`config.mk`:
```
export PLATFORM = sky130hd
export DESIGN_NAME = ram_arbiter
export DESIGN_NICKNAME = d
export VERILOG_FILES = /design/src/design/data_region_pkg.sv /design/src/design/ram_arbiter.sv
export VERILOG_INCLUDE_DIRS = /design/src /design/src/include
export SDC_FILE = /design/constraint.sdc
export NUM_CORES = 1
export LEC_CHECK = 0
export ABC_AREA = 1
export BUFFER_PORTS_ARGS = -buffer_cell sky130_fd_sc_hd__buf_2
export CORE_AREA = 3 3 112 114
export CTS_BUF_LIST = sky130_fd_sc_hd__clkbuf_2
export DETAILED_ROUTE_END_ITERATION = 8
export DIE_AREA = 0 0 115 117
export SETUP_SLACK_MARGIN = 0.05
export SYNTH_ARGS = -nofsm -noshare
export SYNTH_HDL_FRONTEND = slang
export SYNTH_SLANG_ARGS = --single-unit
```
`constraint.sdc`:
```
create_clock -name clk -period 1.48 [get_ports clk]
set_clock_uncertainty 0.1 [all_clocks]
set_input_delay 0.296 -clock clk [delete_from_list [all_inputs] [get_ports clk]]
set_output_delay 0.296 -clock clk [all_outputs]
set_load 0.01 [all_outputs]
```
`src/include/data_region_consts.svh`:
```
`ifndef DATA_REGION_CONSTS_SVH
`define DATA_REGION_CONSTS_SVH

// core and bus widths
`define DR_ADDR_W 32
`define DR_DATA_W 32
`define DR_BE_W 4

// data ram holds 2**DR_RAM_AW words
`define DR_RAM_AW 10

// upper address bits that select the local data ram
`define DR_PREFIX_W 12
`define DR_LOCAL_PREFIX 12'h001

`endif
```
`src/design/data_region_pkg.sv`:
```
`default_nettype none

`include "data_region_consts.svh"

package data_region_pkg;

  // load/store request from the core side
  typedef struct packed {
    logic [`DR_ADDR_W-1:0] addr;
    logic                  we;
    logic [`DR_BE_W-1:0]   be;
    logic [`DR_DATA_W-1:0] wdata;
  } mem_req_t;

  typedef struct packed {
    logic                  rvalid;
    logic [`DR_DATA_W-1:0] rdata;
  } mem_rsp_t;

  // wishbone classic, master to slave
  typedef struct packed {
    logic                  cyc;
    logic                  stb;
    logic                  we;
    logic [`DR_ADDR_W-1:0] adr;
    logic [`DR_BE_W-1:0]   sel;
    logic [`DR_DATA_W-1:0] dat;
  } wb_req_t;

  typedef struct packed {
    logic                  ack;
    logic [`DR_DATA_W-1:0] dat;
  } wb_rsp_t;

endpackage

`default_nettype wire

```
`src/design/ram_arbiter.sv`:
```
`default_nettype none

`include "data_region_consts.svh"

module ram_arbiter (
  input  wire                           clk,
  input  wire                           rst_n,
  input  data_region_pkg::wb_req_t      wbs_i,
  output data_region_pkg::wb_rsp_t      wbs_o,
  input  wire                           core_req_i,
  input  data_region_pkg::mem_req_t     core_txn_i,
  output logic                          core_gnt_o,
  output data_region_pkg::mem_rsp_t     core_rsp_o,
  output logic                          ram_en_o,
  output logic                          ram_we_o,
  output logic [`DR_RAM_AW-1:0]         ram_addr_o,
  output logic [`DR_BE_W-1:0]           ram_be_o,
  output logic [`DR_DATA_W-1:0]         ram_wdata_o,
  input  wire  [`DR_DATA_W-1:0]         ram_rdata_i
);

  logic rd_vld_q;
  logic rd_wbs_q;
  logic ack_pend;
  logic wbs_start;
  logic core_accept;

  // ack cycle still sees stb high, so it must not start a second access
  assign ack_pend  = rd_vld_q && rd_wbs_q;
  assign wbs_start = wbs_i.cyc && wbs_i.stb && !ack_pend;

  // outside master wins the ram
  assign core_gnt_o  = !wbs_start;
  assign core_accept = core_req_i && core_gnt_o;

  always_comb
  begin
    ram_en_o = wbs_start || core_accept;
    if (wbs_start)
    begin
      ram_we_o    = wbs_i.we;
      ram_addr_o  = wbs_i.adr[`DR_RAM_AW+1:2];
      ram_be_o    = wbs_i.sel;
      ram_wdata_o = wbs_i.dat;
    end
    else
    begin
      ram_we_o    = core_txn_i.we;
      ram_addr_o  = core_txn_i.addr[`DR_RAM_AW+1:2];
      ram_be_o    = core_txn_i.be;
      ram_wdata_o = core_txn_i.wdata;
    end
  end

  // who owns the data coming out of the ram next cycle
  always_ff @(posedge clk, negedge rst_n)
  begin
    if (!rst_n)
    begin
      rd_vld_q <= 1'b0;
      rd_wbs_q <= 1'b0;
    end
    else
    begin
      rd_vld_q <= ram_en_o;
      rd_wbs_q <= wbs_start;
    end
  end

  assign wbs_o.ack         = ack_pend;
  assign wbs_o.dat         = ram_rdata_i;
  assign core_rsp_o.rvalid = rd_vld_q && !rd_wbs_q;
  assign core_rsp_o.rdata  = ram_rdata_i;

  // a held stb gets one ack only
  a_one_ack: assert property (@(posedge clk) disable iff (!rst_n)
    wbs_o.ack |=> !wbs_o.ack)
    else $error("wishbone slave ack lasted more than one cycle");

endmodule

`default_nettype wire

```
# Word level (Yosys, flattened, before mapping)
# Index checks and enable logic that the tools add are counted.
dict set report classes {
  addsub 0
  n_mux 4
  reduce_logical 9
  div_mod_pow 0
  n_lt_le_gt_ge 0
  bitwise_logic 0
  eq_ne 0
  multipliers 0
  shifts 0
}
# operator count
set ops {}
lappend ops {{two-way mux 32 bit} 1}
lappend ops {{two-way mux 10 bit} 1}
lappend ops {{logical AND 1 bit} 5}
lappend ops {{two-way mux 4 bit} 1}
lappend ops {{zero test 1 bit} 3}
lappend ops {{logical OR 1 bit} 1}
lappend ops {{two-way mux 1 bit} 1}
dict set report word_totals {
  inputBits 175
  latch_bits 0
  register_bits 2
  mem_bits_rw 0
  mem_bits_ro 0
  mem_count 0
}

# Depth between registers and ports, before layout
dict set report depth {
  depth_word 6
  ltp_mapped 6
  mapped_depth_nobuf 5
}

# Worst setup path before layout
# No wires, ideal clock.
dict set report synth_timing {
  path_kind {register to output}
  from {register rd_wbs_q}
  to {output port ram_wdata_o[15]}
  path_slack_ns 0.197
  path_stages_with_launch 6
  required_time_ns 1.084
  path_buffers 2
  arrival_ns 0.887
  cell_sequence {dfrtp_1 > nand2_2 > buf_6 > buf_6 > nand3_1 > nand2_1}
}
dict set report synth_between {
  elab_chain_cells 4
}
# element line_no
set synth_lines {}
lappend synth_lines {{from (decl)} ram_arbiter.sv:23} ;# logic rd_wbs_q;
lappend synth_lines {{from (signal assigned)} ram_arbiter.sv:66} ;# rd_wbs_q <= wbs_start;
lappend synth_lines {{logical AND 1 bit} ram_arbiter.sv:29} ;# assign ack_pend = rd_vld_q && rd_wbs_q;
lappend synth_lines {{zero test 1 bit} ram_arbiter.sv:30} ;# assign wbs_start = wbs_i.cyc && wbs_i.stb && !ack_pend;
lappend synth_lines {{logical AND 1 bit} ram_arbiter.sv:30}
lappend synth_lines {{two-way mux 32 bit} ram_arbiter.sv:39} ;# if (wbs_start)
lappend synth_lines {{to (decl)} ram_arbiter.sv:18} ;# output logic [`DR_DATA_W-1:0] ram_wdata_o,
# Every way passes these cells.

# Worst setup path after layout
dict set report layout_timing {
  from {register rd_vld_q}
  to {output port ram_wdata_o[22]}
}
dict set report layout_between {
  elab_chain_cells 4
}
# element line_no
set layout_lines {}
lappend layout_lines {{from (decl)} ram_arbiter.sv:22} ;# logic rd_vld_q;
lappend layout_lines {{from (signal assigned)} ram_arbiter.sv:65} ;# rd_vld_q <= ram_en_o;
lappend layout_lines {{logical AND 1 bit} ram_arbiter.sv:29}
lappend layout_lines {{zero test 1 bit} ram_arbiter.sv:30}
lappend layout_lines {{logical AND 1 bit} ram_arbiter.sv:30}
lappend layout_lines {{two-way mux 32 bit} ram_arbiter.sv:39}
# Every way passes these cells.

==> impl_results.rst <==
.. list-table::
   :header-rows: 1

   * - Metric
     - Value
   * - Result of the run
     - finished with violations
   * - Failing checks
     - setup timing
   * - Distinct cell type count after synthesis
     - 10
   * - Fin cells
     - about 460
   * - Synth warn
     - 0
   * - NumNets Final
     - 489
   * - Kind of end point of the critical path
     - output port
   * - Detailed-routing iteration count for the pre-antenna-repair pass
     - 4
   * - Library cell with the largest summed area after synthesis
     - sky130_fd_sc_hd__buf_4
   * - Worst-margin pin slew
     - 0.2128 ns
   * - Cell with the most instances after synthesis
     - sky130_fd_sc_hd__nand2_1
   * - Ratio of total power to cell area
     - 383.2 mW/mm²
   * - Fraction of registers with async set or reset after synthesis
     - 1.000
   * - Register bit count reported by yosys
     - 2
   * - Hold/Removal Path Class
     - primary input to flip-flop
   * - Routed len/inst
     - just over 10 µm
   * - Clk buf depth
     - 2
   * - Worst slew margin
     - 0.8581
   * - Remaining routing DRC violations
     - 0
   * - CTS root buffer
     - sky130_fd_sc_hd__clkbuf_2
   * - CTS buffer count
     - 3
   * - Power consumption
     - 0.6784 mW
   * - Cell-by-cell trace of the critical path
     - nand2_4, buf_12, nand3_1, nand2_1, buf_2
   * - Final number of hold-violating endpoints
     - 0
   * - IO Count
     - slightly below 300
   * - Number of global-route vias before repair
     - 1468
   * - Part of the Yosys area used for sequential elements
     - 0.03899
   * - Number of antenna violations at the first check in global routing
     - 0
   * - Number of inserted filler cells in the final layout
     - ~1400
   * - Largest fanout of any net on the critical path
     - 29
   * - H-tree levels
     - 1
   * - Cell types occupying the most area after synthesis
     - sky130_fd_sc_hd__buf_4 (39%), sky130_fd_sc_hd__nand2_1 (28%), sky130_fd_sc_hd__nand3_1 (18%)
   * - Routability congestion estimate
     - 0.6725
   * - Top cell family by delay on the critical path
     - flip-flops
   * - Postcts setup bufs
     - 0
   * - Antenna Nets Post-Route
     - 0
   * - Element type at the critical path start
     - flip-flop
   * - Peak VDD IR
     - about 0.31 mV
   * - Final clock period utilization by the worst path
     - 1.085
   * - Met3 wire length
     - about 550 µm
   * - Count of flip-flops with a built-in enable after synthesis
     - 0
   * - Max incr delay on CP
     - 0.40 ns
   * - Average cell area after synthesis
     - approximately 5.5 µm²
   * - Worst path arrival time
     - approximately 1.2 ns
   * - Horizontal die dimension
     - ~120 µm
   * - Final critical-path setup slack
     - -0.1265 ns
   * - Total number of clock tree sinks
     - 2
   * - Max Cap Violations
     - 0
   * - Most frequently used flop master after synthesis
     - sky130_fd_sc_hd__dfrtp_1
   * - Bufs and invs on worst path
     - 2
   * - Total half-perimeter wirelength after legalization and detailed placement
     - 3835 µm
   * - Die area
     - 0.01346 mm²
   * - Worst path required time
     - 1.08 ns
   * - Area of the multi-input gates
     - around 630 µm²
   * - CTS clock-pin slew for the worst setup and hold paths
     - about 0.040 ns
   * - Count of standard-cell rows
     - 39
   * - Total standard cell area after synthesis
     - ~0.0013 mm²
   * - Highest-delay cell along the critical path
     - sky130_fd_sc_hd__dfrtp_1
   * - Syn_nets
     - roughly 410
   * - Via count
     - 1634
   * - Place WS
     - -0.006331 ns
   * - Number of vias per cell
     - about 3.6
   * - Number of pins with negative max-slew slack in the final report
     - 0
   * - Number of endpoints failing setup at the final stage
     - between 40 and 50
   * - Pin count of the biggest net entering global routing
     - 48
   * - # placed instances
     - 451
   * - Upper clock frequency limit
     - a little over 600 MHz
   * - Area taken by flip-flops and latches
     - 50.05 µm²
   * - Number of instances in the synthesized netlist
     - 233
   * - Die Y-Extent
     - 117 µm
   * - Setup repair after global routing missed its margin
     - true
   * - Shortest clock period the worst path allows after layout
     - 1.606 ns
   * - Kind of critical path
     - flip-flop to output port
   * - Global-route usage over all layers
     - 0.06191
   * - Share of the synthesized area in the top cell type
     - 0.3860
   * - Clock latency on the worst-skew pair
     - 0.20 ns
   * - Wire length of the first global-routing pass
     - 6824 µm
   * - Total congestion overflow after global routing
     - 0
   * - Met2 WL post-DR
     - around 2300 µm
   * - Layout overhead on the synthesized area
     - 37.91%
   * - Fraction of final layout cells sized beyond drive strength 1
     - 0.5353
   * - TritonCTS clock tree
     - yes
   * - Initial DRC Count
     - 42
   * - Top layer reached by signal wires
     - met4
   * - Leak Pwr
     - 1.143 nW
   * - Count of buffers inserted at the top-level ports
     - roughly 150
   * - Top cells by instance count after synthesis
     - sky130_fd_sc_hd__nand2_1 (96), sky130_fd_sc_hd__buf_4 (66), sky130_fd_sc_hd__nand3_1 (47), sky130_fd_sc_hd__buf_2 (8), sky130_fd_sc_hd__buf_6 (6)
   * - Initial Utilization
     - 0.1115
   * - Std-Cell Core Area
     - approximately 0.012 mm²
   * - Ant diodes
     - 0
   * - Total wirelength of the detailed-routed design
     - roughly 4700 µm
   * - Met1 wire length
     - between 1500 and 2000 µm
[power breakdown]
part	switching (mW)	internal, mW	total, mW
clock	0.0341	0.0541	0.0881
combinational	0.269	0.259	0.528
sequential	0.00330	0.0585	0.0618
total	0.306	0.372	0.678
[repair_timing]
action                     in CTS  in global routing
pin swaps                       0                  2
setup endpoints to repair      50                 50
gates cloned                    0                  0
hold buffers                    1                  0
hold endpoints to repair        2                  0
gates resized for setup         8                  4
[path summary, 6_finish.rpt]
path / slack [ns] / endpoint / cells after the start / start
max: -0.13 / ram_wdata_o[22] / 5 / rd_vld_q
min: 0.31 / rd_vld_q / 4 / core_req_i
max reg2reg: 0.31 / rd_vld_q / 5 / rd_vld_q
min reg2reg: 0.74 / rd_wbs_q / 4 / rd_wbs_q
max in group asynchronous: 0.84 / rd_wbs_q / 2 / rst_n
min in group asynchronous: 0.33 / rd_vld_q / 2 / rst_n
[routing by layer]
metal,GRT usage,up-vias
met5,0,-
met4,0.03756,0
met3,0.01851,29
met2,0.1103,109
met1,0.06399,674
li1,-,822
[worst min-delay path: stages]
cell	delay, ns
sky130_fd_sc_hd__buf_2	0.08
sky130_fd_sc_hd__inv_1	0.03
sky130_fd_sc_hd__nand2_1	0.07
sky130_fd_sc_hd__buf_4	0.10
[per-stage QoR]
stage	area [µm²]	hold slack [ns]	setup TNS (ns)	util
floorplan	1284	-0.09959	0	-
global placement	1700	-0.01661	-0.01915	0.1477
detailed placement	1700	-0.01760	-0.01686	0.1477
CTS	1755	0.2923	-5.995	0.1524
global route	1770	0.3325	-9.885	0.1537
finish	1770	0.3065	-4.979	0.1537
[area by class of cell]
cell class,instances,share of cell area
inverter,5,0.01060
timing repair buffer,156,0.4933
sequential,2,0.02827
multi-input combinational,146,0.3583
tap,143,0.1011
clock buffer,3,0.008481
[sequential cells by signal, indices dropped and copies added, names as in the netlist]
register  cells
rd_wbs_q      1
rd_vld_q      1
[kinds of logic (layout without fill, tap and decap cells)]
| group | Yosys count | in the layout | share of synthesized area |
|---|---|---|---|
| simple gates | 146 | 146 | 0.4766 |
| flops | 2 | 2 | 0.03899 |
| buf+inv | 85 | 164 | 0.4844 |
[placed cells by master (no fill, tap or decap)]
| master | count |
|---|---|
| sky130_fd_sc_hd__dfrtp_1 | 2 |
| sky130_fd_sc_hd__buf_12 | 4 |
| sky130_fd_sc_hd__buf_6 | 4 |
| sky130_fd_sc_hd__nand2_2 | 5 |
| sky130_fd_sc_hd__dlygate4sd3_1 | 1 |
| sky130_fd_sc_hd__inv_1 | 3 |
| sky130_fd_sc_hd__buf_2 | 146 |
| sky130_fd_sc_hd__nor2_1 | 1 |
| sky130_fd_sc_hd__clkbuf_2 | 3 |
| sky130_fd_sc_hd__nand3_1 | 47 |
| sky130_fd_sc_hd__nand2_4 | 2 |
| sky130_fd_sc_hd__nand2_1 | 91 |
| sky130_fd_sc_hd__inv_2 | 2 |
| sky130_fd_sc_hd__buf_4 | 1 |
No activity file was read; power rests on OpenSTA's default activity.
