--- src/include/data_region_consts.svh ---
`ifndef DATA_REGION_CONSTS_SVH
`define DATA_REGION_CONSTS_SVH

// core and bus widths
`define DR_ADDR_W 32
`define DR_DATA_W 32
`define DR_BE_W 4

// data ram holds 2**DR_RAM_AW words
`define DR_RAM_AW 10

// upper address bits that select the local data ram
`define DR_PREFIX_W 12
`define DR_LOCAL_PREFIX 12'h001

`endif
--- src/design/data_region_pkg.sv ---
`default_nettype none

`include "data_region_consts.svh"

package data_region_pkg;

  // load/store request from the core side
  typedef struct packed {
    logic [`DR_ADDR_W-1:0] addr;
    logic                  we;
    logic [`DR_BE_W-1:0]   be;
    logic [`DR_DATA_W-1:0] wdata;
  } mem_req_t;

  typedef struct packed {
    logic                  rvalid;
    logic [`DR_DATA_W-1:0] rdata;
  } mem_rsp_t;

  // wishbone classic, master to slave
  typedef struct packed {
    logic                  cyc;
    logic                  stb;
    logic                  we;
    logic [`DR_ADDR_W-1:0] adr;
    logic [`DR_BE_W-1:0]   sel;
    logic [`DR_DATA_W-1:0] dat;
  } wb_req_t;

  typedef struct packed {
    logic                  ack;
    logic [`DR_DATA_W-1:0] dat;
  } wb_rsp_t;

endpackage

`default_nettype wire

--- src/design/wb_master_bridge.sv ---
`default_nettype none

`include "data_region_consts.svh"

module wb_master_bridge (
  input  wire                           clk,
  input  wire                           rst_n,
  input  wire                           bus_req_i,
  input  data_region_pkg::mem_req_t     bus_txn_i,
  output logic                          bus_gnt_o,
  output data_region_pkg::mem_rsp_t     bus_rsp_o,
  output data_region_pkg::wb_req_t      wbm_o,
  input  data_region_pkg::wb_rsp_t      wbm_i
);

  data_region_pkg::mem_req_t txn_q;
  logic                      active_q;
  logic                      rvalid_q;
  logic [`DR_DATA_W-1:0]     rdata_q;
  logic                      accept;
  logic                      done;

  // one cycle at a time, new request only when idle
  assign bus_gnt_o = !active_q;
  assign accept    = bus_req_i && bus_gnt_o;
  assign done      = active_q && wbm_i.ack;

  always_ff @(posedge clk, negedge rst_n)
  begin
    if (!rst_n)
    begin
      active_q <= 1'b0;
      rvalid_q <= 1'b0;
    end
    else
    begin
      rvalid_q <= done;
      if (accept)
      begin
        active_q <= 1'b1;
      end
      else if (done)
      begin
        active_q <= 1'b0;
      end
    end
  end

  always_ff @(posedge clk)
  begin
    if (accept)
    begin
      txn_q <= bus_txn_i;
    end
    if (done)
    begin
      rdata_q <= wbm_i.dat;
    end
  end

  always_comb
  begin
    wbm_o.cyc = active_q;
    wbm_o.stb = active_q;
    wbm_o.we  = txn_q.we;
    wbm_o.adr = txn_q.addr;
    wbm_o.sel = txn_q.be;
    wbm_o.dat = txn_q.wdata;
  end

  assign bus_rsp_o.rvalid = rvalid_q;
  assign bus_rsp_o.rdata  = rdata_q;

  a_wb_hold: assert property (@(posedge clk) disable iff (!rst_n)
    (wbm_o.stb && !wbm_i.ack) |=> (wbm_o.stb && $stable(wbm_o)))
    else $error("wishbone master changed a held cycle before ack");

endmodule

`default_nettype wire

--- config.mk ---
export PLATFORM = sky130hd
export DESIGN_NAME = wb_master_bridge
export DESIGN_NICKNAME = d
export VERILOG_FILES = /design/src/design/data_region_pkg.sv /design/src/design/wb_master_bridge.sv
export VERILOG_INCLUDE_DIRS = /design/src /design/src/include
export SDC_FILE = /design/constraint.sdc
export NUM_CORES = 1
export LEC_CHECK = 0
export BUFFER_PORTS_ARGS = -buffer_cell sky130_fd_sc_hd__buf_2
export CAP_MARGIN = 20
export CORE_ASPECT_RATIO = 0.8
export CORE_MARGIN = 2
export CORE_UTILIZATION = 37
export DETAILED_ROUTE_END_ITERATION = 16
export GPL_TIMING_DRIVEN = 0
export PLACE_DENSITY = 0.72
export SYNTH_ARGS = -nofsm -noshare
export SYNTH_HDL_FRONTEND = slang
export SYNTH_SLANG_ARGS = --single-unit
export TNS_END_PERCENT = 50
--- constraint.sdc ---
create_clock -name clk -period 3.35 [get_ports clk]
set_input_delay 0.8375 -clock clk [delete_from_list [all_inputs] [get_ports clk]]
set_output_delay 0.8375 -clock clk [all_outputs]
set_load 0.02 [all_outputs]
; ---- After elaboration in Yosys (flattened, before gate mapping)
; Index checks and enable logic that the tools add are counted.
; W data, S select, Z words.
[op_classes]
n_mux = 2
reduce_logical = 4
[ops]
columns = op, count
row1 = $logic_and A1 B1 Y1, 2
row2 = $mux W1, 2
row3 = $reduce_bool A2 Y1, 1
row4 = $logic_not A1 Y1, 1
[totals]
inputBits = 105
word_cells = 13
output_inout_bits = 105
reg_bits = 103

; ---- Longest topological paths before layout
; Gate-level depths: netlist of run 1.
[depth]
word_depth = 3
ltp_mapped = 2
ltp_nobuf = 2

; ---- Least setup slack after synthesis of run 1
; No wires, ideal clock.
[synth_timing]
path_type = input port to flip-flop
startpoint = input bus_req_i
endpoint = register txn_q, in the netlist wbm_o[0] (enable)
stages = 1
t_arrival_ns = 1.737
path_slack_ns = 1.217
required_ns = 2.954
setup_time_ns = 0.396
path_buffers = 0
path_cell_list = and2b_2
[synth_via]
elab_chain_len = 1
[synth_lines]
columns = element, line
row1 = "start, declared", wb_master_bridge.sv:8  ; input wire bus_req_i,
row2 = $logic_and A1 B1 Y1, wb_master_bridge.sv:25  ; assign accept = bus_req_i && bus_gnt_o;
row3 = "end signal, assigned", wb_master_bridge.sv:53  ; txn_q <= bus_txn_i;
row4 = "end, declared", wb_master_bridge.sv:16  ; data_region_pkg::mem_req_t txn_q;
; No other way between the ends.
; A chain may end at the register's enable or synchronous reset.

; ---- Worst setup path in the final report of run 1
[layout_timing]
startpoint = register active_q
endpoint = output wbm_o[69] in the netlist's numbering
[layout_lines]
columns = element, line
row1 = "start, declared", wb_master_bridge.sv:17  ; logic active_q;
row2 = "start signal, assigned", wb_master_bridge.sv:32  ; active_q <= 1'b0;
row3 = "start signal, assigned", wb_master_bridge.sv:40  ; active_q <= 1'b1;
row4 = "start signal, assigned", wb_master_bridge.sv:44  ; active_q <= 1'b0;
row5 = "end, declared", wb_master_bridge.sv:12  ; output data_region_pkg::wb_req_t wbm_o,
; No word-level cell between the ends.

==> reports/results.ini, run 1 <==
[status]
status=finished, final reports clean

[finish]
area_growth_syn_to_layout_pct=44.8
final_layout_size_suffix_gt1_frac=0.680
mostFrequentLayoutCell=buf_2
nets=437
stdcell_area_um2=4540
n_antenna_cell=0
final_cell_mix=buf_2 (209), edfxtp_1 (101), clkbuf_8 (9)

[power_and_ir_drop]
internal_power_mw=1.98
pwr-share-clk=0.284
p_comb_frac=0.121
netSwitchingFraction=0.237
switchingPower_mw=0.614
seq_power_share=0.594
power_density_nw_per_um2=572
leakagePower_nw=1.93
total_power_mw=2.60
vdd_ir_drop_max_mv=0.318

[floorplanning]
core_area_um2=8370
die_w_um=107
dieArea_um2=9230
ioPinCount=210
rows=30
die_y_um=86.4
start_util=0.375

[timing]
grt_setup_unrepaired=no
max_slew_margin=0.723
worst_pin_slew_ps=415
clock.fmax_mhz=518
layout_setup_ws_ps=1420
setup_violations=0
drv_slew=0
setup_tns_ps=0
skew_ps=8.61
hold_violations=0
period_needed_ps=1930
finalCritPeriodShare=0.576

[yosys]
synth-seq-cells=103
syn_inst=111
synth.area.top_cells=edfxtp_1 (97%), dfrtp_1 (1.6%), buf_4 (0.72%)
synth_top_cell_by_area=edfxtp_1
ys_warn_count=0
synth.distinct_cells=8
syn_area_per_cell_um2=28.3
synth_top_family_by_area=simple AND/OR/NAND/NOR gates
synth_compound_area_frac=0
yosysSeqAreaShare=0.983
synthAdderAreaFrac=0
synth-xor-area-share=0
synth_top_area_frac=0.967
synthMuxAreaShare=0
synth_nets=216
netlist_area_um2=3140
yosys.area_share.simple=0.00878

[setup_path]
cp_data_arrival_time_ps=1090
slowest_delay_ps=450
slowest_stage=dfrtp_1
crit_type=register to primary output
reg2reg_depth=2
critPathMaxFanout=6
cp_data_required_time_ps=2510
cp-start-kind=register
critPathCaptureType=primary output
worstPathCellList=buf_4 > buf_2

[placement]
dp_slack_ps=1550
placed_area_um2=4350
port_buffers=209
routabilityCongestion=0.712

[detailed_routing]
drc_errors=0
wl_per_cell_um=14.4
first_pass_iters=4
totalWireLength_mm=6.45
vias_per_cell=4.24
vias=1903
initialDrtViolationCount=48
antenna_left=0

[global_routing]
grt_usage=0.132
grt_pass1_wl_mm=8.91
antenna_found_initial=0
grt_pass1_vias=1858
grt_overflow=0
grt_start_max_net_pins=67

[clocking]
cts.repair.resized=0
cts_sinks=103
htree_levels=3
clk_latency_ps=350
cts_made_buffers=9
cts.clk_slew.worst_paths_ps=80
cts_root_buffer=clkbuf_8
cts_tree=built
postCtsHoldBufs=0
cts_buffer_depth=2
cts_setup_buffers=0

[worst_hold_path]
hp-class=input port to async pin

[run]
maxCapViolations=0

per-stage QoR:
step,hold slack [ps],util,std cells
after floorplan,535,-,111
after global placement,613,0.516,432
after detailed placement,616,0.520,433
after CTS,228,0.543,449
after global routing,235,0.543,449
final,262,0.543,449
critical path, delay by kind of cell (launching register included):
kind	cells	cell delay [ps]
buffers and inverters	2	310
DFF	1	450
layout make-up:
cell class,count,area [um2]
fillers,707,3830
flip-flops and latches,103,3080
repair buffers,210,1070
well taps,112,140
clock buffers,11,131
clock inverters,5,58.8
multi-input cells,4,28.8
plain buffers,3,22.5
inverters,1,3.75
final timing paths:
path | slack [ps] | start | end
max | 1420 | active_q | wbm_o[69]
min | 260 | rst_n | active_q
max reg2reg | 1930 | active_q | wbm_o[49]
min reg2reg | 620 | active_q | active_q
max in group asynchronous | 2990 | rst_n | rvalid_q
min in group clk | 620 | active_q | active_q
kinds of logic after synthesis:
family | after synthesis
flip-flops | 103
AND/OR/NAND/NOR | 4
buffers and inverters | 4
registers in the layout (all words and copies together), names as in the netlist:
| register | cells |
|---|---|
| rdata_q | 32 |
| rvalid_q | 1 |
| wbm_o | 69 |
| active_q | 1 |
synth_stat cells:
cell / instances
dfrtp_1: 2
and2b_2: 1
nor2_2: 1
buf_4: 3
edfxtp_1: 101
and2_4: 1
inv_1: 1
nor2_1: 1
power groups by stage:
| stage | combinational (mW) | sequential (mW) | clock (mW) |
|---|---|---|---|
| 6_report | 0.315 | 1.54 | 0.738 |
| 5_1_grt | 0.338 | 1.55 | 0.813 |
| 4_1_cts | 0.321 | 1.54 | 0.777 |
| 3_5_place_dp | 0.320 | 1.57 | 0 |
| 3_3_place_gp | 0.306 | 1.57 | 0 |
| 2_1_floorplan | 0.0537 | 1.68 | 0 |
layer usage:
metal / routed length, um / up-vias / share of wire / track usage
met2: 3070 / 133 / 0.48 / 0.206
met3: 899 / 9 / 0.14 / 0.0767
met4: 99 / 0 / 0.015 / 0.0602
li1: - / 879 / - / -
met1: 2380 / 882 / 0.37 / 0.148
met5: 0 / - / 0 / 0
No activity file was read; power rests on OpenSTA's default activity.
==> run 2, diff against run 1 <==
- ABC_AREA: unset -> 1
- clock period: 3.35 -> 1.8 ns (I/O delays scaled with it)
==> run 2 against run 1 <==
Clock power rose by 86%; power is 87% higher; worst setup slack lost 1300 ps; clock skew decreased by 0.50 ps; design area is 0.99% higher; sequential power grew 87%; non-clock buffer count is 2 higher; critical path depth up 1.
==> reports/results.ini, run 2 <==
[yosys]
syn_area_per_cell_um2=27.7  ; -1.8%
synth.area.top_cells=edfxtp_1 (97%), dfrtp_1 (1.6%), buf_4 (0.72%)
ys_warn_count=0  ; unchanged
synth_top_cell_by_area=edfxtp_1
synth_nets=218  ; +0.93%
synth.distinct_cells=8  ; unchanged
syn_inst=113  ; +1.8%
postSynth.asyncResetShare=0.0194  ; unchanged
yosysSeqAreaShare=0.984  ; about the same
synth_ff_type=edfxtp_1
synth_top_area_frac=0.968  ; about the same
netlist_area_um2=3130  ; about the same
synth-seq-cells=103  ; unchanged
synthTopCellsByCount=edfxtp_1 (101), buf_4 (3), dfrtp_1 (2), inv_1 (2), nor2_1 (2)
synth-edff-count=101  ; unchanged
synth.most_common_cell=edfxtp_1

[finish]
final_cell_mix=buf_2 (209), edfxtp_1 (101), clkbuf_8 (9)
area_growth_syn_to_layout_pct=46.3
nFillCells=675  ; -4.5%
mostFrequentLayoutCell=buf_2
nets=442  ; +1.1%
multi_input_area_um2=31.3  ; +8.7%
regArea_um2=3080  ; unchanged
largest_reg_flops=69  ; unchanged
final_layout_size_suffix_gt1_frac=0.682  ; +0.00283
n_antenna_cell=0  ; unchanged

[timing]
grt_setup_unrepaired=no
hold_violations=0  ; unchanged
period_needed_ps=1660
skew_ps=8.11  ; -0.501 ps
hold_ws_ps=268  ; +5.76 ps
worst_pin_slew_ps=646  ; +231 ps
drv_slew=0  ; unchanged
layout_setup_ws_ps=138  ; -1280 ps
setup_violations=0  ; unchanged
finalCritPeriodShare=0.923
clock.fmax_mhz=602
max_slew_margin=0.569  ; -0.155

[power_and_ir_drop]
leakagePower_nw=1.95  ; +1.2%
total_power_mw=4.85  ; +87%
power_density_nw_per_um2=1060  ; +85%
vdd_ir_drop_max_mv=0.461  ; +45%

[clocking]
cts_tree=built
cts.repair.resized=0  ; unchanged
cts_root_buffer=clkbuf_8
cts_buffer_depth=2  ; unchanged
cts_setup_buffers=0  ; unchanged
cts_sinks=103  ; unchanged
clk_latency_ps=350  ; about the same
cts_made_buffers=9  ; unchanged
cts.clk_slew.worst_paths_ps=100  ; +20 ps
htree_levels=3  ; unchanged

[placement]
routabilityCongestion=0.677  ; -4.8%
port_buffers=209  ; unchanged
place_hpwl_mm=5.10
dp_slack_ps=-227  ; -1780 ps

[floorplanning]
dieArea_um2=9230  ; about the same
start_util=0.374  ; about the same
die_w_um=107  ; about the same
ioPinCount=210  ; unchanged
die_y_um=86.3  ; about the same
core_area_um2=8370  ; unchanged
rows=30  ; unchanged

[global_routing]
grt_pass1_wl_mm=9.67  ; +8.5%
grt_start_max_net_pins=35  ; -48%
grt_pass1_vias=1961  ; +5.5%
grt_usage=0.145  ; +0.0126
antenna_found_initial=0  ; unchanged
grt_overflow=0  ; unchanged

[detailed_routing]
antenna_left=0  ; unchanged
initialDrtViolationCount=63  ; +31%
drc_errors=0  ; unchanged
first_pass_iters=4  ; unchanged
totalWireLength_mm=6.77  ; +5.0%
vias_per_cell=4.18  ; -1.4%
vias=1888  ; -0.79%
wl_per_cell_um=15.0  ; +4.3%

[setup_path]
cp_data_arrival_time_ps=1720  ; +630 ps
crit_type=register to register
cp_data_required_time_ps=1860  ; -650 ps
critPathCaptureType=register
critPathMaxFanout=27  ; +21
cp-start-kind=register

[status]
status=finished, final reports clean

[run]
maxCapViolations=0  ; unchanged

[worst_hold_path]
hp-class=input port to register

-- run 2: per-layer routing --
layer,track usage,routed length [um],vias to the layer above
li1,-,-,887
met1,0.164,2580,856
met2,0.225,3100,133
met3,0.0827,979,12
met4,0.0638,115,0
met5,0,0,-
-- run 2: report_power, final --
part,total [mW],leakage (nW),internal (mW),switching [mW]
combinational,0.603,0.892,0.218,0.385
sequential,2.88,0.970,2.83,0.0423
clock,1.37,0.0896,0.633,0.735
-- run 2: path summary, 6_finish.rpt --
path | from | to | slack [ps] | cells past startpoint
max | active_q | wbm_o[35] | 140 | 3
min | bus_txn_i[14] | wbm_o[14] | 270 | 1
max reg2reg | active_q | wbm_o[35] | 140 | 3
min reg2reg | active_q | active_q | 750 | 2
max in group asynchronous | rst_n | active_q | 1280 | 2
min in group asynchronous | rst_n | rvalid_q | 420 | 2
-- run 2: repair_timing --
item,in CTS,in global routing
hold buffers,1,0
endpoints found under the setup margin,27,0
hold endpoints to repair,2,0
-- run 2: critical path, stage by stage, from the launching register on --
cell	delay [ps]
dfrtp_1	510
nor2_4	430
buf_16	230
buf_12	200
-- run 2: layout make-up --
class,instances,area share
buffer,3,0.00491
clock buffer,9,0.0270
clock inverter,5,0.0128
inverter,3,0.00518
multi-input combinational,5,0.00682
sequential,103,0.672
tap,112,0.0306
timing repair buffer,212,0.241
-- run 2: logic make-up (layout without fill, tap and decap cells) --
kind of cell	Yosys count	count (layout)	share of synthesized area
buffers and inverters	6	232	0.0108
flip-flops	103	103	0.984
AND/OR/NAND/NOR	4	5	0.00559
-- run 2: metrics by stage --
stage	cell area, um2	TNS, ps	std cells	utilization
2_1_floorplan	3150	-7030	113	-
3_3_place_gp	4340	-46640	434	0.519
3_5_place_dp	4390	-6450	436	0.524
4_1_cts	4590	0	452	0.548
5_1_grt	4590	0	452	0.548
6_report	4590	0	452	0.548
