<file path="src/include/data_region_consts.svh">
`ifndef DATA_REGION_CONSTS_SVH
`define DATA_REGION_CONSTS_SVH

// core and bus widths
`define DR_ADDR_W 32
`define DR_DATA_W 32
`define DR_BE_W 4

// data ram holds 2**DR_RAM_AW words
`define DR_RAM_AW 10

// upper address bits that select the local data ram
`define DR_PREFIX_W 12
`define DR_LOCAL_PREFIX 12'h001

`endif
</file>
<file path="src/design/data_region_pkg.sv">
`default_nettype none

`include "data_region_consts.svh"

package data_region_pkg;

  // load/store request from the core side
  typedef struct packed {
    logic [`DR_ADDR_W-1:0] addr;
    logic                  we;
    logic [`DR_BE_W-1:0]   be;
    logic [`DR_DATA_W-1:0] wdata;
  } mem_req_t;

  typedef struct packed {
    logic                  rvalid;
    logic [`DR_DATA_W-1:0] rdata;
  } mem_rsp_t;

  // wishbone classic, master to slave
  typedef struct packed {
    logic                  cyc;
    logic                  stb;
    logic                  we;
    logic [`DR_ADDR_W-1:0] adr;
    logic [`DR_BE_W-1:0]   sel;
    logic [`DR_DATA_W-1:0] dat;
  } wb_req_t;

  typedef struct packed {
    logic                  ack;
    logic [`DR_DATA_W-1:0] dat;
  } wb_rsp_t;

endpackage

`default_nettype wire

</file>
<file path="src/design/lsu_demux.sv">
`default_nettype none

`include "data_region_consts.svh"

module lsu_demux (
  input  wire                           clk,
  input  wire                           rst_n,
  input  wire                           lsu_req_i,
  input  data_region_pkg::mem_req_t     lsu_txn_i,
  output logic                          lsu_gnt_o,
  output data_region_pkg::mem_rsp_t     lsu_rsp_o,
  output logic                          ram_req_o,
  output data_region_pkg::mem_req_t     ram_txn_o,
  input  wire                           ram_gnt_i,
  input  data_region_pkg::mem_rsp_t     ram_rsp_i,
  output logic                          bus_req_o,
  output data_region_pkg::mem_req_t     bus_txn_o,
  input  wire                           bus_gnt_i,
  input  data_region_pkg::mem_rsp_t     bus_rsp_i
);

  typedef enum logic {TGT_RAM, TGT_BUS} tgt_e;

  tgt_e       cur_tgt_q;
  tgt_e       req_tgt;
  logic [1:0] cnt_q;
  logic       is_local;
  logic       rsp_vld;
  logic       drained;
  logic       full;
  logic       allow;

  assign is_local = (lsu_txn_i.addr[`DR_ADDR_W-1 -: `DR_PREFIX_W] == `DR_LOCAL_PREFIX);
  assign req_tgt  = is_local ? TGT_RAM : TGT_BUS;

  // responses come back from whichever target was granted last
  assign lsu_rsp_o = (cur_tgt_q == TGT_BUS) ? bus_rsp_i : ram_rsp_i;
  assign rsp_vld   = lsu_rsp_o.rvalid;

  // switching target only once the last response is back or returning now
  assign drained = (cnt_q == 2'd0) || ((cnt_q == 2'd1) && rsp_vld);
  assign full    = (cnt_q == 2'd3) && !rsp_vld;
  assign allow   = ((req_tgt == cur_tgt_q) || drained) && !full;

  assign ram_req_o = lsu_req_i && allow && is_local;
  assign bus_req_o = lsu_req_i && allow && !is_local;
  assign ram_txn_o = lsu_txn_i;
  assign bus_txn_o = lsu_txn_i;

  assign lsu_gnt_o = is_local ? (ram_req_o && ram_gnt_i) : (bus_req_o && bus_gnt_i);

  always_ff @(posedge clk, negedge rst_n)
  begin
    if (!rst_n)
    begin
      cur_tgt_q <= TGT_RAM;
      cnt_q     <= 2'd0;
    end
    else
    begin
      if (lsu_gnt_o)
      begin
        cur_tgt_q <= req_tgt;
      end
      case ({lsu_gnt_o, rsp_vld})
        2'b10:   cnt_q <= cnt_q + 2'd1;
        2'b01:   cnt_q <= cnt_q - 2'd1;
        default: cnt_q <= cnt_q;
      endcase
    end
  end

  // ordering rule above keeps the two targets from answering together
  a_one_rsp: assert property (@(posedge clk) disable iff (!rst_n)
    !(ram_rsp_i.rvalid && bus_rsp_i.rvalid))
    else $error("ram and bus responses in the same cycle");

endmodule

`default_nettype wire

</file>
<file path="config.mk">
export PLATFORM = sky130hd
export DESIGN_NAME = lsu_demux
export DESIGN_NICKNAME = d
export VERILOG_FILES = /design/src/design/data_region_pkg.sv /design/src/design/lsu_demux.sv
export VERILOG_INCLUDE_DIRS = /design/src /design/src/include
export SDC_FILE = /design/constraint.sdc
export NUM_CORES = 1
export LEC_CHECK = 0
export ABC_AREA = 1
export BUFFER_PORTS_ARGS = -buffer_cell sky130_fd_sc_hd__buf_2
export CORE_AREA = 4 4 120 122
export CTS_CLUSTER_DIAMETER = 50
export DETAILED_ROUTE_END_ITERATION = 8
export DIE_AREA = 0 0 124 126
export SYNTH_ARGS = -nofsm -noshare
export SYNTH_HDL_FRONTEND = slang
export SYNTH_SLANG_ARGS = --single-unit
</file>
<file path="constraint.sdc">
create_clock -name clk -period 2.5 [get_ports clk]
set_input_delay 0.5 -clock clk [delete_from_list [all_inputs] [get_ports clk]]
set_output_delay 0.5 -clock clk [all_outputs]
set_load 0.02 [all_outputs]
</file>
# Yosys cells after proc, flatten, opt, wreduce, memory -nomap -nowiden
# Index checks and enable logic that the tools add are counted.
# totals
out_inout_bits	174
input_bits	140
regBits	3
elab_cells	29
# op_classes
n_addsub	2
reduce_logical	15
eq_ne	6
muxes	4
# ops
cell	n
33-bit 2-to-1 mux	1
12-bit by 1-bit == test with 1-bit output (second input constant)	1
1-bit logical AND	8
2-bit by 1-bit == test with 1-bit output (second input constant)	2
2-bit == test (second input constant)	2
2-bit case mux with 2 select lines	1
1-bit logical NOT	3
2-bit by 1-bit adder with 2-bit output (second input constant)	1
2-bit logical NOT	1
1-bit logical OR	2
1-bit 2-to-1 mux	2
2-bit nonzero test	1
2-bit by 1-bit subtractor with 2-bit output (second input constant)	1
1-bit == test	1

# Logic depth before layout (Yosys ltp)
# Gate-level depths: netlist (run 1).
# depth
depth_word	11
ltp_mapped	12
mapped_depth_nobuf	12

# Worst setup path before layout (run 1)
# OpenSTA, ideal clock, no wires.
# synth_path
kind	input to output
start	in lsu_txn_i[61] (netlist name)
end	out lsu_gnt_o
path_stages	9
required_time_ns	2.000
arrival_ns	1.261
path_slack_ns	0.739
path_buffers	0
cell_sequence	inv_1 -> nand2_1 -> nor2_1 -> nand2_1 -> nor2_1 -> o211ai_2 -> nor2_2 -> inv_1 -> nand2_1
# synth_via
elab_chain_cells	9
elab_cells_between_ends	12
cone_classes	eq/ne (2); mux (2); reduce/logical (8)
# synth_lines
item	line_no	text
start: declaration	lsu_demux.sv:9	input data_region_pkg::mem_req_t lsu_txn_i,
12-bit by 1-bit == test with 1-bit output (no line) *	n/a	
1-bit 2-to-1 mux	lsu_demux.sv:34	assign req_tgt = is_local ? TGT_RAM : TGT_BUS;
1-bit == test	lsu_demux.sv:43	assign allow = ((req_tgt == cur_tgt_q) || drained) && !full;
1-bit logical OR	lsu_demux.sv:43	
1-bit logical AND	lsu_demux.sv:43	
1-bit logical AND	lsu_demux.sv:45, lsu_demux.sv:46	
1-bit logical AND, on equally long branches	lsu_demux.sv:46, lsu_demux.sv:45	
1-bit logical AND	lsu_demux.sv:50	assign lsu_gnt_o = is_local ? (ram_req_o && ram_gnt_i) : (bus_req_o && bus_gnt_i);
1-bit 2-to-1 mux *	lsu_demux.sv:50	
end: declaration	lsu_demux.sv:10	output logic lsu_gnt_o,
# Mark *: on every way between the ends. The rest lies on a longest branch, timed or not.

# Worst setup path after layout (run 1)
# layout_path
start	reg cur_tgt_q
end	out lsu_gnt_o
# layout_via
elab_chain_cells	9
elab_cells_between_ends	15
cone_classes	eq/ne (1); mux (2); reduce/logical (12)
# layout_lines
item	line_no	text
start: declaration	lsu_demux.sv:24	tgt_e cur_tgt_q;
start signal: assignment	lsu_demux.sv:63	cur_tgt_q <= req_tgt;
33-bit 2-to-1 mux	lsu_demux.sv:37	assign lsu_rsp_o = (cur_tgt_q == TGT_BUS) ? bus_rsp_i : ram_rsp_i;
1-bit logical AND / 1-bit logical NOT (equally long branches)	lsu_demux.sv:41, lsu_demux.sv:42	
1-bit logical OR / 1-bit logical AND (equally long branches)	lsu_demux.sv:41, lsu_demux.sv:42	
1-bit logical OR / 1-bit logical NOT (equally long branches)	lsu_demux.sv:43	
1-bit logical AND *	lsu_demux.sv:43	
1-bit logical AND *	lsu_demux.sv:45, lsu_demux.sv:46	
1-bit logical AND, on equally long branches	lsu_demux.sv:46, lsu_demux.sv:45	
1-bit logical AND	lsu_demux.sv:50	
1-bit 2-to-1 mux *	lsu_demux.sv:50	
# Marked as above.

==> impl_metrics.yaml, run 1 <==
route:
  ant_nets: 0
  firstDrtPassIters: 5
  wl_per_cell_um: 11.3
  dr_total_vias: 1535
  drt-total-wl_um: 5430
  drcViolationCount: 0
  drt_iter0_markers: 56
  via_per_inst: 3.20
sta:
  fin_crit_ns: 2.20
  period_share_pct: 87.9
  finalHoldViolations: 0
  relSlewSlack_pct: 83.3
  finalSetupTns_ns: 0
  fmax_mhz: 455
  holdWs_ns: 0.0746
  finClkSkew_ns: 0.000316
  drv_slew: 0
  worst_pin_slew_ns: 0.251
  rsz0062_at_grt: "no"
  finalSetupViolCount: 0
placement:
  place_area_um2: 1700
  io_buffers: 142
  place.gp.congestion: 0.771
  dp_hpwl_um: 4680
  dp_cells: 476
clock_tree:
  cts_resized: 0
  cts_hold_buf: 0
  tritoncts: "done"
  ctsRootBufferMaster: "clkbuf_16"
  cts_max_level: 1
  clock_latency_ns: 0.22
  clk_pin_slew_ns: 0.03
  postCtsSetupRepairBufs: 0
  cts.sinks: 3
  numCtsBuffers: 3
  clockBufferDepth: 2
grt:
  grt_usage_pct: 6.18
  grt_start_max_net_pins: 37
  grt_pass1_wl_um: 7460
  first_global_vias: 1455
  antenna_found_initial: 0
  grt-ovfl-total: 0
worst_setup_path:
  reg2reg_from: "cur_tgt_q$_DFFE_PN0P_"
  r2r_slack_ns: 0.62
  start_kind: "flop"
  crit_required_ns: 2.00
  path_max_fanout: 16
  r2r_cells: 10
  timing.rr.end: "cnt_q[1]$_DFFE_PN0P_"
  critical_path_arrival_ns: 1.70
  critPathKind: "flop to output port"
  cp-end-kind: "output port"
yosys:
  synth_cell_type_count: 18
  syn_area_um2: 1820
  synth_seq_area_share_pct: 4.12
  avgSynthCellArea_um2: 6.05
  yosysWarningCount: 0
  synth-seq-cells: 3
  netlist_instances: 301
  syn_nets: 445
floorplan:
  core_um2: 13200
  die_w_um: 124
  rows: 42
  start_util_pct: 13.8
  dieHeight_um: 126
  num_io_pins: 314
  die_area_um2: 15600
finish:
  area_growth_pct: -2.54
  diodes: 0
  mostFrequentLayoutCell: "buf_2"
  stdcell_area_um2: 1780
  drive_gt1_share_pct: 52.0
  most-common-layout-cells: "buf_2 (142), nand2_1 (109), inv_1 (19)"
  nNetsFinal: 449
  fin_cells: 480
power_and_ir_drop:
  p_int_uw: 425
  p_switching_uw: 249
  pwr-share-clk_pct: 37.4
  power_density_nw_per_um2: 380
  switching_share_pct: 37.0
  seq_power_share_pct: 12.3
  irDropWorstVdd_mv: 0.154
  leakage_uw: 0.00111
  p_comb_share_pct: 50.3
hold_path:
  hold_class: "input port to async pin"
job:
  maxCapViolCount: 0
status:
  status: "finished clean"
==> stage by stage <==
stage	power (µW)	utilization (%)	setup slack, ns
after floorplan	579	-	0.739
after global placement	424	12.9	0.504
after detailed placement	427	12.9	0.474
after CTS	687	13.5	0.275
after global routing	725	13.5	0.186
final	675	13.5	0.303
==> synthesized netlist by cell type <==
| master | n | area, µm² |
|---|---|---|
| o21ai_0 | 1 | 5.00 |
| buf_4 | 138 | 1040 |
| nand2_1 | 109 | 409 |
| buf_2 | 1 | 5.00 |
| dfrtp_1 | 3 | 75.1 |
| nor2_2 | 2 | 12.5 |
| buf_6 | 1 | 11.3 |
| o211ai_2 | 2 | 25.0 |
| xnor2_1 | 2 | 17.5 |
| o21bai_1 | 1 | 7.51 |
| ha_1 | 4 | 50.1 |
| nand2_2 | 3 | 18.8 |
| nor2_1 | 6 | 22.5 |
| nand3_2 | 2 | 20.0 |
| clkinv_2 | 1 | 5.00 |
| inv_8 | 1 | 11.3 |
| inv_1 | 19 | 71.3 |
| clkbuf_1 | 5 | 18.8 |
==> per-layer routing <==
layer  vias to the layer above  part of all wire (%)  global-route usage (%)
met3                        53                    17                    4.57
met4                         0                   6.9                    4.83
met2                       116                    43                    8.81
li1                        755                     -                       -
met5                         -                     0                       0
met1                       611                    32                    5.99
==> power groups by stage <==
stage          registers [µW]  logic [µW]  clock network [µW]
3_5_place_dp             83.8         343                   0
5_1_grt                  84.3         377                 264
6_report                 83.0         339                 253
4_1_cts                  83.2         345                 258
2_1_floorplan            79.9         499                   0
3_3_place_gp             83.8         340                   0
==> worst max path at each step <==
| stage | start | end | slack (ns) |
|---|---|---|---|
| final | cur_tgt_q$_DFFE_PN0P_ | lsu_gnt_o | 0.30 |
| after global routing | cur_tgt_q$_DFFE_PN0P_ | lsu_gnt_o | 0.19 |
| after CTS | cur_tgt_q$_DFFE_PN0P_ | lsu_gnt_o | 0.27 |
| after detailed placement | lsu_txn_i[61] | lsu_gnt_o | 0.47 |
| after global placement | lsu_txn_i[61] | lsu_gnt_o | 0.50 |
| after floorplan | lsu_txn_i[61] | lsu_gnt_o | 0.74 |
==> sequential cells by signal, summed over array words and instances (netlist names) <==
register / flops
cnt_q: 2
cur_tgt_q: 1
==> cell type report <==
| class | instances | area, µm² |
|---|---|---|
| sequential | 3 | 75.1 |
| multi-input combinational | 132 | 588 |
| timing repair buffer | 144 | 726 |
| inverter | 21 | 87.6 |
| clock buffer | 4 | 78.8 |
| fill | 1553 | 11400 |
| tap | 176 | 220 |
==> kinds of logic after synthesis <==
logic type | after synthesis | share of synthesized area [%]
AND/OR/NAND/NOR | 122 | 26.5
XOR/XNOR | 2 | 0.962
flip-flops | 3 | 4.12
AO/OA/AOI/OAI | 4 | 2.06
adder cells (fa/ha/maj) | 4 | 2.75
buffers and inverters | 166 | 63.6
==> worst max-delay path, stage by stage, from the launching register on <==
cell,delay (ns)
dfrtp_1,0.47
buf_4,0.27
nand2_1,0.09
nand3_2,0.08
nand2_2,0.06
o211ai_2,0.20
nor2_2,0.06
inv_1,0.05
nand2_1,0.04
buf_2,0.15
Power figures use the tool's default switching activity.
==> run 2: changes to the inputs <==
- REMOVE_ABC_BUFFERS: unset -> 1
==> run 2 against run 1 <==
Die area did not move. Clock power hardly changed. Sequential power rose by 3.1%. Non-clock buffer count unchanged. Critical path type unchanged. Design area up 0.42%.
==> impl_metrics.yaml, run 2 (same netlist as run 1, synthesis figures left out) <==
status:
  status: "finished clean"
route:
  ant_nets: 0
  firstDrtPassIters: 3
  drt-total-wl_um: 16200
  drcViolationCount: 0
  wl_per_cell_um: 33.6
  drt_iter0_markers: 46
  via_per_inst: 3.71
  dr_total_vias: 1792
finish:
  area_growth_pct: -2.13
  largest_register: "cnt_q"
  drive_gt1_share_pct: 52.0
  most-common-layout-cells: "buf_2 (142), nand2_1 (109), inv_1 (19)"
  largest_register_ffs: 2
  num-fill-cells: 1552
  mostFrequentLayoutCell: "buf_2"
  top_regs: "cnt_q x2, cur_tgt_q x1"
  fin_cells: 483
  nNetsFinal: 449
job:
  maxCapViolCount: 0
sta:
  worst_pin_slew_ns: 0.249
  fin_ws_ns: 0.277
  finalSetupTns_ns: 0
  finalHoldViolations: 0
  fmax_mhz: 450
  fin_crit_ns: 2.22
  drv_slew: 0
  holdWs_ns: 0.0701
  period_share_pct: 88.9
  finalSetupViolCount: 0
  rsz0062_at_grt: "no"
  relSlewSlack_pct: 83.4
  finClkSkew_ns: 0.000273
worst_setup_path:
  crit_required_ns: 2.00
  start_kind: "flop"
  critical_path_arrival_ns: 1.72
  path_max_fanout: 16
  r2r_slack_ns: 0.61
  cp-end-kind: "output port"
  critPathKind: "flop to output port"
floorplan:
  die_area_um2: 15600
  rows: 42
  core_um2: 13200
  dieHeight_um: 126
  start_util_pct: 13.8
  die_w_um: 124
  num_io_pins: 314
power_and_ir_drop:
  seq_power_share_pct: 12.6
  power_density_nw_per_um2: 382
  irDropWorstVdd_mv: 0.313
  p_comb_share_pct: 50.0
  pwr-share-clk_pct: 37.4
  leakage_uw: 0.00111
  p_switching_uw: 255
  switching_share_pct: 37.4
  p_int_uw: 426
  total_power_uw: 681
grt:
  first_global_vias: 1687
  grt_pass1_wl_um: 18700
  grt-ovfl-total: 0
  antenna_found_initial: 7
  grt_usage_pct: 19.3
  grt_start_max_net_pins: 37
clock_tree:
  cts_hold_buf: 0
  numCtsBuffers: 3
  ctsRootBufferMaster: "clkbuf_16"
  clk_pin_slew_ns: 0.03
  cts.sinks: 3
  clock_latency_ns: 0.22
  tritoncts: "done"
  cts_resized: 0
  postCtsSetupRepairBufs: 0
  cts_max_level: 1
  clockBufferDepth: 2
placement:
  io_buffers: 142
  dp_cells: 476
  place.gp.congestion: 0.786
  dp_hpwl_um: 15200
  dp_slack_ns: 0.437
hold_path:
  hold_class: "input port to async pin"
run 2: stage by stage:
step | instance area, µm² | utilization (%)
6_report | 1780 | 13.5
5_1_grt | 1780 | 13.5
4_1_cts | 1780 | 13.5
3_5_place_dp | 1700 | 12.9
3_3_place_gp | 1700 | 12.9
2_1_floorplan | 751 | -
run 2: worst paths after layout:
path,to,from,depth (start not counted)
max,lsu_gnt_o,cur_tgt_q$_DFFE_PN0P_,10
min,cnt_q[0]$_DFFE_PN0P_,rst_n,1
max reg2reg,cnt_q[1]$_DFFE_PN0P_,cur_tgt_q$_DFFE_PN0P_,11
min reg2reg,cnt_q[1]$_DFFE_PN0P_,cnt_q[1]$_DFFE_PN0P_,2
max in group asynchronous,cur_tgt_q$_DFFE_PN0P_,rst_n,1
min in group clk,cnt_q[1]$_DFFE_PN0P_,cnt_q[1]$_DFFE_PN0P_,2
run 2: critical path, cell delays in order (launching register included):
cell	delay [ns]
dfrtp_1	0.47
buf_4	0.26
nand2_1	0.10
nand3_2	0.09
nand2_2	0.05
clkinv_2	0.06
o211ai_2	0.10
nor2_2	0.12
inv_1	0.05
nand2_1	0.05
buf_2	0.15
run 2: layout make-up:
class                   instances  area, µm²  area share, %
multi-input cells             132        588           33.0
repair buffers                144        726           40.7
diodes                          3       7.51          0.421
clock buffers                   4       78.8           4.42
flip-flops and latches          3       75.1           4.21
well taps                     176        220           12.4
inverters                      21       87.6           4.91
run 2: power by group through the flow:
stage	Sequential (µW)	Combinational, µW	Clock (µW)
2_1_floorplan	79.9	177	0
6_report	85.6	341	255
3_5_place_dp	84.5	344	0
5_1_grt	86.2	381	263
4_1_cts	83.9	346	259
3_3_place_gp	84.5	340	0
run 2: layer usage:
layer | vias to the layer above | wire [µm] | track usage [%]
met5 | - | 230 | 11.2
met4 | 14 | 800 | 8.25
met3 | 39 | 4010 | 21.5
met2 | 298 | 7830 | 33.5
met1 | 679 | 3360 | 11.0
li1 | 762 | - | -
